`config.mk`:
```
export PLATFORM = sky130hd
export DESIGN_NAME = i2c_master_top
export DESIGN_NICKNAME = d
export VERILOG_FILES = /design/src/verilog/i2c_pkg.sv /design/src/verilog/i2c_clk_div.sv /design/src/verilog/i2c_cmd_regs.sv /design/src/verilog/i2c_phase_seq.sv /design/src/verilog/i2c_txn_ctrl.sv /design/src/verilog/i2c_master_top.sv
export SDC_FILE = /design/constraint.sdc
export NUM_CORES = 1
export LEC_CHECK = 0
export ABC_AREA = 1
export BUFFER_PORTS_ARGS = -buffer_cell sky130_fd_sc_hd__buf_2
export CAP_MARGIN = 10
export CORE_MARGIN = 1.5
export CORE_UTILIZATION = 53
export DETAILED_ROUTE_END_ITERATION = 12
export GPL_TIMING_DRIVEN = 0
export PLACE_DENSITY = 0.76
export SLEW_MARGIN = 20
export SYNTH_ARGS = -nofsm -noshare
export SYNTH_HDL_FRONTEND = slang
export SYNTH_HIERARCHICAL = 1
export SYNTH_SLANG_ARGS = --single-unit
```
`constraint.sdc`:
```
create_clock -name i_clk -period 2.63 [get_ports i_clk]
set_clock_uncertainty 0.05 [all_clocks]
set_input_delay 0.3945 -clock i_clk [delete_from_list [all_inputs] [get_ports i_clk]]
set_output_delay 0.3945 -clock i_clk [all_outputs]
set_load 0.02 [all_outputs]
```
`src/verilog/i2c_pkg.sv`:
```
`default_nettype none

package i2c_pkg;

    localparam int ADDR_W = 7;   // 7-bit device address.
    localparam int BYTE_W = 8;   // register address and data byte.
    localparam int DIV_W  = 16;

    // transaction states of the controller.
    typedef enum logic [3:0] {
        S_IDLE      = 4'h0,
        S_START     = 4'h1,
        S_ADDR_W    = 4'h2,
        S_CHECK_ACK = 4'h3,
        S_REG_ADDR  = 4'h4,
        S_WR_DATA   = 4'h5,
        S_RESTART   = 4'h6,
        S_ADDR_R    = 4'h7,
        S_RD_DATA   = 4'h8,
        S_SEND_NACK = 4'h9,
        S_STOP      = 4'hA
    } txn_state_t;

    // quarter-bit phase. SCL is low in phases 3 and 0 and high in phases 1 and 2.
    typedef logic [1:0] phase_t;

endpackage

`default_nettype wire

```
`src/verilog/i2c_clk_div.sv`:
```
`timescale 1ns/1ns
`default_nettype none

module i2c_clk_div import i2c_pkg::*; #(
    parameter int CLK_DIV_W = DIV_W
) (
    input  logic                 i_clk,
    input  logic                 i_rst,
    input  logic [CLK_DIV_W-1:0] i_divider,
    output logic                 o_tick
);

    logic [CLK_DIV_W-1:0] cnt;

    // the compare is >= so a smaller divider loaded mid-count still wraps.
    always_ff @(posedge i_clk) begin
        if (i_rst) begin
            cnt    <= '0;
            o_tick <= 1'b0;
        end else if (cnt >= i_divider) begin
            cnt    <= '0;
            o_tick <= 1'b1;
        end else begin
            cnt    <= cnt + 1'b1;
            o_tick <= 1'b0;
        end
    end

    a_tick_spacing : assert property (@(posedge i_clk) disable iff (i_rst)
        (o_tick && i_divider != '0) |=> !o_tick);

endmodule

`default_nettype wire

```
`src/verilog/i2c_cmd_regs.sv`:
```
`timescale 1ns/1ns
`default_nettype none

module i2c_cmd_regs import i2c_pkg::*; #(
    parameter int CLK_DIV_W  = DIV_W,
    parameter int ADDR_WIDTH = ADDR_W
) (
    input  logic                  i_clk,
    input  logic                  i_rst,
    input  logic                  i_start,
    input  logic                  i_rw,
    input  logic [ADDR_WIDTH-1:0] i_dev_addr,
    input  logic [BYTE_W-1:0]     i_reg_addr,
    input  logic [BYTE_W-1:0]     i_wr_data,
    input  logic [CLK_DIV_W-1:0]  i_divider,
    input  logic                  i_done,
    input  logic                  i_nack,
    input  logic [BYTE_W-1:0]     i_rd_byte,
    output logic                  o_go,
    output logic                  o_rw,
    output logic [ADDR_WIDTH-1:0] o_dev_addr,
    output logic [BYTE_W-1:0]     o_reg_addr,
    output logic [BYTE_W-1:0]     o_wr_data,
    output logic [CLK_DIV_W-1:0]  o_divider,
    output logic                  o_busy,
    output logic                  o_done,
    output logic                  o_ack_err,
    output logic [BYTE_W-1:0]     o_rd_data
);

    logic accept;

    assign accept = i_start && !o_busy;   // a strobe while busy is dropped.

    always_ff @(posedge i_clk) begin
        if (i_rst) begin
            o_go      <= 1'b0;
            o_busy    <= 1'b0;
            o_done    <= 1'b0;
            o_ack_err <= 1'b0;
            o_divider <= '0;
        end else begin
            o_go   <= accept;
            o_done <= i_done;
            if (accept) begin
                o_busy    <= 1'b1;
                o_ack_err <= 1'b0;
                o_divider <= i_divider;
            end else if (i_done) begin
                o_busy    <= 1'b0;
                o_ack_err <= i_nack;
            end
        end
    end

    // the request stays frozen for the whole transfer.
    always_ff @(posedge i_clk) begin
        if (accept) begin
            o_rw       <= i_rw;
            o_dev_addr <= i_dev_addr;
            o_reg_addr <= i_reg_addr;
            o_wr_data  <= i_wr_data;
            o_rd_data  <= '0;
        end else if (i_done) begin
            o_rd_data <= i_rd_byte;
        end
    end

    a_done_while_busy : assert property (@(posedge i_clk) disable iff (i_rst)
        i_done |-> o_busy);

endmodule

`default_nettype wire

```
`src/verilog/i2c_phase_seq.sv`:
```
`timescale 1ns/1ns
`default_nettype none

module i2c_phase_seq import i2c_pkg::*; (
    input  logic   i_clk,
    input  logic   i_rst,
    input  logic   i_tick,
    input  logic   i_idle,
    input  logic   i_scl,
    output phase_t o_phase,
    output logic   o_step
);

    phase_t phase_q;
    logic   wait_q;   // a phase 1 tick came while the slave still held scl low.
    logic   due;

    assign due = i_tick || wait_q;

    // phase 1 is where the master has released scl, so it waits for the line.
    // once the slave lets go the step follows at once instead of on the next tick.
    assign o_step  = !i_idle && ((phase_q == 2'd1) ? (due && i_scl) : i_tick);
    assign o_phase = phase_q;

    always_ff @(posedge i_clk) begin
        if (i_rst) begin
            phase_q <= 2'd0;
            wait_q  <= 1'b0;
        end else if (i_idle) begin
            phase_q <= 2'd0;   // every transfer starts on phase 0.
            wait_q  <= 1'b0;
        end else begin
            if (o_step) begin
                phase_q <= phase_q + 2'd1;
            end
            wait_q <= (phase_q == 2'd1) && due && !i_scl;
        end
    end

    a_stretch_hold : assert property (@(posedge i_clk) disable iff (i_rst)
        (o_phase == 2'd1 && !i_scl && !i_idle) |=> o_phase == 2'd1);

endmodule

`default_nettype wire

```
`src/verilog/i2c_txn_ctrl.sv`:
```
`timescale 1ns/1ns
`default_nettype none

module i2c_txn_ctrl import i2c_pkg::*; #(
    parameter int ADDR_WIDTH = ADDR_W
) (
    input  logic                  i_clk,
    input  logic                  i_rst,
    input  logic                  i_go,
    input  logic                  i_rw,
    input  logic [ADDR_WIDTH-1:0] i_dev_addr,
    input  logic [BYTE_W-1:0]     i_reg_addr,
    input  logic [BYTE_W-1:0]     i_wr_data,
    input  phase_t                i_phase,
    input  logic                  i_step,
    input  logic                  i_sda,
    output logic                  o_idle,
    output logic                  o_scl_low,
    output logic                  o_sda_low,
    output logic                  o_done,
    output logic                  o_nack,
    output logic [BYTE_W-1:0]     o_rd_byte
);

    localparam int CNT_W = $clog2(BYTE_W);

    txn_state_t        state;
    txn_state_t        ack_from;   // byte state that led into CHECK_ACK.
    logic [BYTE_W-1:0] shift;
    logic [CNT_W-1:0]  bit_cnt;
    logic              ack_ok;
    logic              last_bit;

    assign o_idle    = (state == S_IDLE);
    assign o_rd_byte = shift;
    assign last_bit  = (bit_cnt == CNT_W'(BYTE_W - 1));

    always_ff @(posedge i_clk) begin
        if (i_rst) begin
            state     <= S_IDLE;
            ack_from  <= S_IDLE;
            bit_cnt   <= '0;
            o_scl_low <= 1'b0;
            o_sda_low <= 1'b0;
            o_done    <= 1'b0;
            o_nack    <= 1'b0;
        end else begin
            o_done <= 1'b0;
            o_nack <= 1'b0;
            if (state == S_IDLE) begin
                if (i_go) begin
                    shift <= BYTE_W'({i_dev_addr, 1'b0});
                    state <= S_START;
                end
            end else if (i_step) begin
                // scl rises after phase 0 and falls after phase 2 for every bit.
                if (i_phase == 2'd0) begin
                    o_scl_low <= 1'b0;
                end
                if (i_phase == 2'd2 && state != S_STOP && state != S_RESTART) begin
                    o_scl_low <= 1'b1;
                end

                case (state)
                    S_START: begin
                        if (i_phase == 2'd1) begin
                            o_sda_low <= 1'b1;   // sda falls while scl is high.
                        end
                        if (i_phase == 2'd3) begin
                            o_sda_low <= !shift[BYTE_W-1];
                            bit_cnt   <= '0;
                            // the r/w bit already in the byte tells which start this was.
                            state     <= shift[0] ? S_ADDR_R : S_ADDR_W;
                        end
                    end

                    S_ADDR_W, S_REG_ADDR, S_WR_DATA, S_ADDR_R: begin
                        if (i_phase == 2'd3) begin
                            if (last_bit) begin
                                o_sda_low <= 1'b0;   // let the slave drive the ack.
                                ack_from  <= state;
                                state     <= S_CHECK_ACK;
                            end else begin
                                o_sda_low <= !shift[BYTE_W-2];
                                shift     <= {shift[BYTE_W-2:0], 1'b0};
                                bit_cnt   <= bit_cnt + 1'b1;
                            end
                        end
                    end

                    S_CHECK_ACK: begin
                        if (i_phase == 2'd2) begin
                            ack_ok <= !i_sda;
                        end
                        if (i_phase == 2'd3) begin
                            bit_cnt <= '0;
                            if (!ack_ok) begin
                                // abort without a stop, both lines go back to released.
                                o_scl_low <= 1'b0;
                                o_sda_low <= 1'b0;
                                o_done    <= 1'b1;
                                o_nack    <= 1'b1;
                                state     <= S_IDLE;
                            end else begin
                                case (ack_from)
                                    S_ADDR_W: begin
                                        shift     <= i_reg_addr;
                                        o_sda_low <= !i_reg_addr[BYTE_W-1];
                                        state     <= S_REG_ADDR;
                                    end
                                    S_REG_ADDR: begin
                                        if (i_rw) begin
                                            state <= S_RESTART;
                                        end else begin
                                            shift     <= i_wr_data;
                                            o_sda_low <= !i_wr_data[BYTE_W-1];
                                            state     <= S_WR_DATA;
                                        end
                                    end
                                    S_WR_DATA: begin
                                        o_sda_low <= 1'b1;   // held low so the stop can raise it.
                                        state     <= S_STOP;
                                    end
                                    S_ADDR_R: state <= S_RD_DATA;
                                    default:  state <= S_IDLE;
                                endcase
                            end
                        end
                    end

                    S_RESTART: begin
                        if (i_phase == 2'd3) begin
                            shift <= BYTE_W'({i_dev_addr, 1'b1});
                            state <= S_START;
                        end
                    end

                    S_RD_DATA: begin
                        if (i_phase == 2'd2) begin
                            shift <= {shift[BYTE_W-2:0], i_sda};   // msb first.
                        end
                        if (i_phase == 2'd3) begin
                            if (last_bit) begin
                                state <= S_SEND_NACK;   // sda stays released as the nack.
                            end else begin
                                bit_cnt <= bit_cnt + 1'b1;
                            end
                        end
                    end

                    S_SEND_NACK: begin
                        if (i_phase == 2'd3) begin
                            o_sda_low <= 1'b1;
                            state     <= S_STOP;
                        end
                    end

                    S_STOP: begin
                        if (i_phase == 2'd1) begin
                            o_sda_low <= 1'b0;   // sda rises while scl is high.
                        end
                        if (i_phase == 2'd3) begin
                            o_done <= 1'b1;
                            state  <= S_IDLE;
                        end
                    end

                    default: state <= S_IDLE;
                endcase
            end
        end
    end

    // sda may only move while scl is high to form a start or a stop.
    a_sda_stable_high : assert property (@(posedge i_clk) disable iff (i_rst)
        ((i_phase == 2'd1 || i_phase == 2'd2) &&
         !(state inside {S_START, S_RESTART, S_STOP})) |=> $stable(o_sda_low));

endmodule

`default_nettype wire

```
`src/verilog/i2c_master_top.sv`:
```
`timescale 1ns/1ns
`default_nettype none

module i2c_master_top import i2c_pkg::*; #(
    parameter int CLK_DIV_W  = DIV_W,
    parameter int ADDR_WIDTH = ADDR_W
) (
    input  logic                  i_clk,
    input  logic                  i_rst,
    input  logic                  i_start,
    input  logic                  i_rw,
    input  logic [ADDR_WIDTH-1:0] i_dev_addr,
    input  logic [BYTE_W-1:0]     i_reg_addr,
    input  logic [BYTE_W-1:0]     i_wr_data,
    input  logic [CLK_DIV_W-1:0]  i_divider,
    input  logic                  i_scl,
    input  logic                  i_sda,
    output logic                  o_scl_oe,
    output logic                  o_sda_oe,
    output logic                  o_busy,
    output logic                  o_done,
    output logic                  o_ack_err,
    output logic [BYTE_W-1:0]     o_rd_data
);

    logic                  go;
    logic                  rw;
    logic [ADDR_WIDTH-1:0] dev_addr;
    logic [BYTE_W-1:0]     reg_addr;
    logic [BYTE_W-1:0]     wr_data;
    logic [CLK_DIV_W-1:0]  divider;
    logic                  tick;
    logic                  step;
    logic                  idle;
    phase_t                phase;
    logic                  done;
    logic                  nack;
    logic [BYTE_W-1:0]     rd_byte;

    i2c_cmd_regs #(
        .CLK_DIV_W  (CLK_DIV_W),
        .ADDR_WIDTH (ADDR_WIDTH)
    ) u_cmd_regs (
        .i_clk      (i_clk),
        .i_rst      (i_rst),
        .i_start    (i_start),
        .i_rw       (i_rw),
        .i_dev_addr (i_dev_addr),
        .i_reg_addr (i_reg_addr),
        .i_wr_data  (i_wr_data),
        .i_divider  (i_divider),
        .i_done     (done),
        .i_nack     (nack),
        .i_rd_byte  (rd_byte),
        .o_go       (go),
        .o_rw       (rw),
        .o_dev_addr (dev_addr),
        .o_reg_addr (reg_addr),
        .o_wr_data  (wr_data),
        .o_divider  (divider),
        .o_busy     (o_busy),
        .o_done     (o_done),
        .o_ack_err  (o_ack_err),
        .o_rd_data  (o_rd_data)
    );

    i2c_clk_div #(
        .CLK_DIV_W (CLK_DIV_W)
    ) u_clk_div (
        .i_clk     (i_clk),
        .i_rst     (i_rst),
        .i_divider (divider),
        .o_tick    (tick)
    );

    i2c_phase_seq u_phase_seq (
        .i_clk   (i_clk),
        .i_rst   (i_rst),
        .i_tick  (tick),
        .i_idle  (idle),
        .i_scl   (i_scl),
        .o_phase (phase),
        .o_step  (step)
    );

    // the pull-low requests are the open-drain enables of the pads.
    i2c_txn_ctrl #(
        .ADDR_WIDTH (ADDR_WIDTH)
    ) u_txn_ctrl (
        .i_clk      (i_clk),
        .i_rst      (i_rst),
        .i_go       (go),
        .i_rw       (rw),
        .i_dev_addr (dev_addr),
        .i_reg_addr (reg_addr),
        .i_wr_data  (wr_data),
        .i_phase    (phase),
        .i_step     (step),
        .i_sda      (i_sda),
        .o_idle     (idle),
        .o_scl_low  (o_scl_oe),
        .o_sda_low  (o_sda_oe),
        .o_done     (done),
        .o_nack     (nack),
        .o_rd_byte  (rd_byte)
    );

endmodule

`default_nettype wire

```
==> metrics <==
status finished, final reports clean; routability cong. 0.9249; post-route setup slack between 0.15 and 0.2 ns; CTS tree yes; PortBufs between 50 and 60; gr busiest metal met2; Sum Neg Setup Slack 0 ns; Iter 0 DRT Violations 204; largest cells by area after synthesis dfxtp_1 (25%), edfxtp_1 (20%), nand2_1 (9.3%), inv_1 (5.1%), ha_1 (5.1%); Fmax 0.4076 GHz; Area growth, synth to finish 13.65%; Die Span Y ~100 um; WS Path Type reg2reg; nature of the critical path endpoint flip-flop; CTS clock-pin slew for the worst setup and hold paths roughly 0.12 ns; post-synthesis register bit count 96; number of synthesized flops with an enable pin 33; Finished Cell Area roughly 5600 um2; initial antenna violation count 0; CP max-delay cell dfxtp_2; overall power 4.077 mW; GRT overflow 0; yosys warns 6; worst-path cell chain inv_1, ha_1, or2_0, nand2_2, inv_1, nor2_1, inv_1, nand2_1, o21ai_2, nor2_4, nand2_1, nor3b_4, buf_12; max-slew violations 0; met2 Usage GRT a little under two fifths; Fin. Hold Viols 0; Finished Layout Cells about 780; share of cells above drive strength 1 between 20% and 30%; largest net degree at the start of global routing 33; RSZ-0062 raised after global routing false; worst slew pin tran between 0.4 and 0.5 ns; min cycle time layout approximately 2.5 ns; pwr/cell area a little over 700 nW/um2; met3 Resource Use GR under 10%; Rows 35; Buf/Inv on CP 4; Final setup viols 0; Max VDD drop between 0.0003 and 0.0004 V; first-pass GRT wire length 17680 um; Netlist Area Pre-Place approximately 5000 um2; Synth Instances 594; register area share after synthesis a little under half; ant diodes 0; CP top delay family simple AND/OR/NAND/NOR gates; Util after Layout between 60% and 70%; final hold slack approximately 0.13 ns; setup slack at placement -0.1148 ns; vias in the first global route 3803; syn nets 659; die area around 9900 um2; total number of vias between 4000 and 5000; routed vias/inst 5.252; Final period util between 90% and 100%; DRC viols 0; fin nets ~730; Yosys top cell by area dfxtp_1; Starting Density 54.07%; Clock Sinks 96; Hold Crit Class in2reg; Post-Syn Area per Cell ~8.3 um2; Placed Instances about 760; startpoint types flip-flop; Post-synth ARST share 0%; Yosys cell types 42; clock latency at the later pin of the worst-skew pair around 0.38 ns; slowest cell delay on critical path 0.38 ns; TritonCTS Buffers 9; met1 usage between 30% and 40%; DIE WIDTH about 100 um; Placed Instance Area 5373 um2; crit path DAT approximately 2.5 ns; GRT Total Usage between 20% and 30%; CTS root buf clkbuf_8; dpl hpwl 8125 um; I/O pin cnt 58; core area slightly above 9000 um2; max_cap viols 0; Synth Flop Type dfxtp_1; Final ANT Viol Nets 0; Static Leak 2.407 nW; final wirelength 10550 um; Max transition margin a little over two thirds; crit-path max FO 8; First-pass DRT Iterations 6; Critical Path Most Common Cell inv_1; post-synth top area share roughly a quarter; htree depth 3; WL/cell about 14 um; Clock Path Buffers 2; Critical Path RT ~2.7 ns
==> routing by layer <==
| layer | routed length [um] | vias to the layer above |
|---|---|---|
| met5 | 0 | - |
| met4 | 125 | 0 |
| met3 | 546 | 10 |
| met2 | 4898 | 89 |
| met1 | 4975 | 1895 |
| li1 | - | 2092 |
==> worst register-to-register path, cell delays in order, from the launching register on <==
cell,delay (ns)
dfxtp_2,0.38
inv_1,0.05
ha_1,0.19
or2_0,0.24
nand2_2,0.10
inv_1,0.06
nor2_1,0.11
inv_1,0.11
nand2_1,0.09
o21ai_2,0.07
nor2_4,0.22
nand2_1,0.13
nor3b_4,0.23
buf_12,0.16
==> cells in the mapped netlist, types with 2 or more instances <==
cell	number
nand2_1	122
inv_1	67
nor2_1	65
dfxtp_1	63
nand3_1	40
edfxtp_1	33
nand4_1	27
a21oi_1	24
ha_1	20
nor2_2	18
nand2_2	15
o21ai_0	15
a21oi_2	9
xnor2_1	8
buf_6	7
inv_2	7
xor2_1	6
nand2_4	5
o221ai_1	5
nor3_1	4
o21ai_1	4
nand3_2	3
a22o_1	2
buf_2	2
buf_4	2
nand3_4	2
nor2_4	2
nor3_2	2
nor4_1	2
==> power by group <==
group          total [mW]  internal (mW)  switching [mW]  leakage [nW]
Combinational        1.25          0.444           0.804          1.47
Sequential           1.80           1.70          0.0969         0.825
Clock                1.03          0.400           0.631         0.111
==> registers in the layout (all words and copies together) (netlist names), 2 cells and up <==
name / cells
u_cmd_regs/o_dev_addr: 7
u_clk_div/cnt: 16
u_phase_seq/o_phase: 2
u_cmd_regs/o_divider: 16
u_txn_ctrl/bit_cnt: 3
u_cmd_regs/o_reg_addr: 8
u_txn_ctrl/o_rd_byte: 8
u_cmd_regs/o_rd_data: 8
u_txn_ctrl/state: 4
u_cmd_regs/o_wr_data: 8
u_txn_ctrl/ack_from: 4
==> layout by cell type, fill, tap and decap left out, types with 15 or more instances in the layout <==
| cell | instances |
|---|---|
| a21oi_1 | 24 |
| nand4_1 | 27 |
| o21ai_0 | 15 |
| buf_2 | 58 |
| nor2_2 | 18 |
| ha_1 | 20 |
| nand2_1 | 122 |
| nand2_2 | 15 |
| nand3_1 | 40 |
| inv_1 | 67 |
| nor2_1 | 65 |
| dfxtp_1 | 61 |
| edfxtp_1 | 33 |
==> cell families after synthesis <==
| family | after synthesis | share of synthesized area [%] |
|---|---|---|
| and+or+nand+nor | 311 | 30.54 |
| AOI/OAI and AO/OA | 63 | 7.813 |
| DFF | 96 | 45.51 |
| xor gates and xnor gates | 14 | 2.478 |
| adders and majority gates | 20 | 5.057 |
| buffers and inverters | 90 | 8.597 |
==> cell type report <==
| type | count | area (um2) |
|---|---|---|
| plain buffers | 13 | 127.6 |
| clock buffers | 9 | 123.9 |
| clock inverters | 7 | 98.84 |
| fillers | 807 | 3528 |
| inverters | 77 | 297.8 |
| multi-input cells | 408 | 2282 |
| flip-flops and latches | 96 | 2255 |
| well taps | 111 | 138.9 |
| repair buffers | 57 | 300.3 |
==> final timing paths <==
check                               start  slack (ns)                       end  depth (start not counted)
hold reg to reg   u_cmd_regs/o_rd_data[1]        0.42   u_cmd_regs/o_rd_data[1]                          2
setup / recovery   u_phase_seq/o_phase[1]        0.18   u_txn_ctrl/o_rd_byte[5]                         13
hold / removal              i_dev_addr[1]        0.13  u_cmd_regs/o_dev_addr[1]                          1
setup reg to reg   u_phase_seq/o_phase[1]        0.18   u_txn_ctrl/o_rd_byte[5]                         13
==> timing repair <==
action                     CTS  global route
buffers inserted             1             0
pin swaps                    1             0
resized for setup            1             2
setup endpoints to repair    8             8
hold buffers                 0             0
Note: power is estimated with default switching activity, not from simulation.
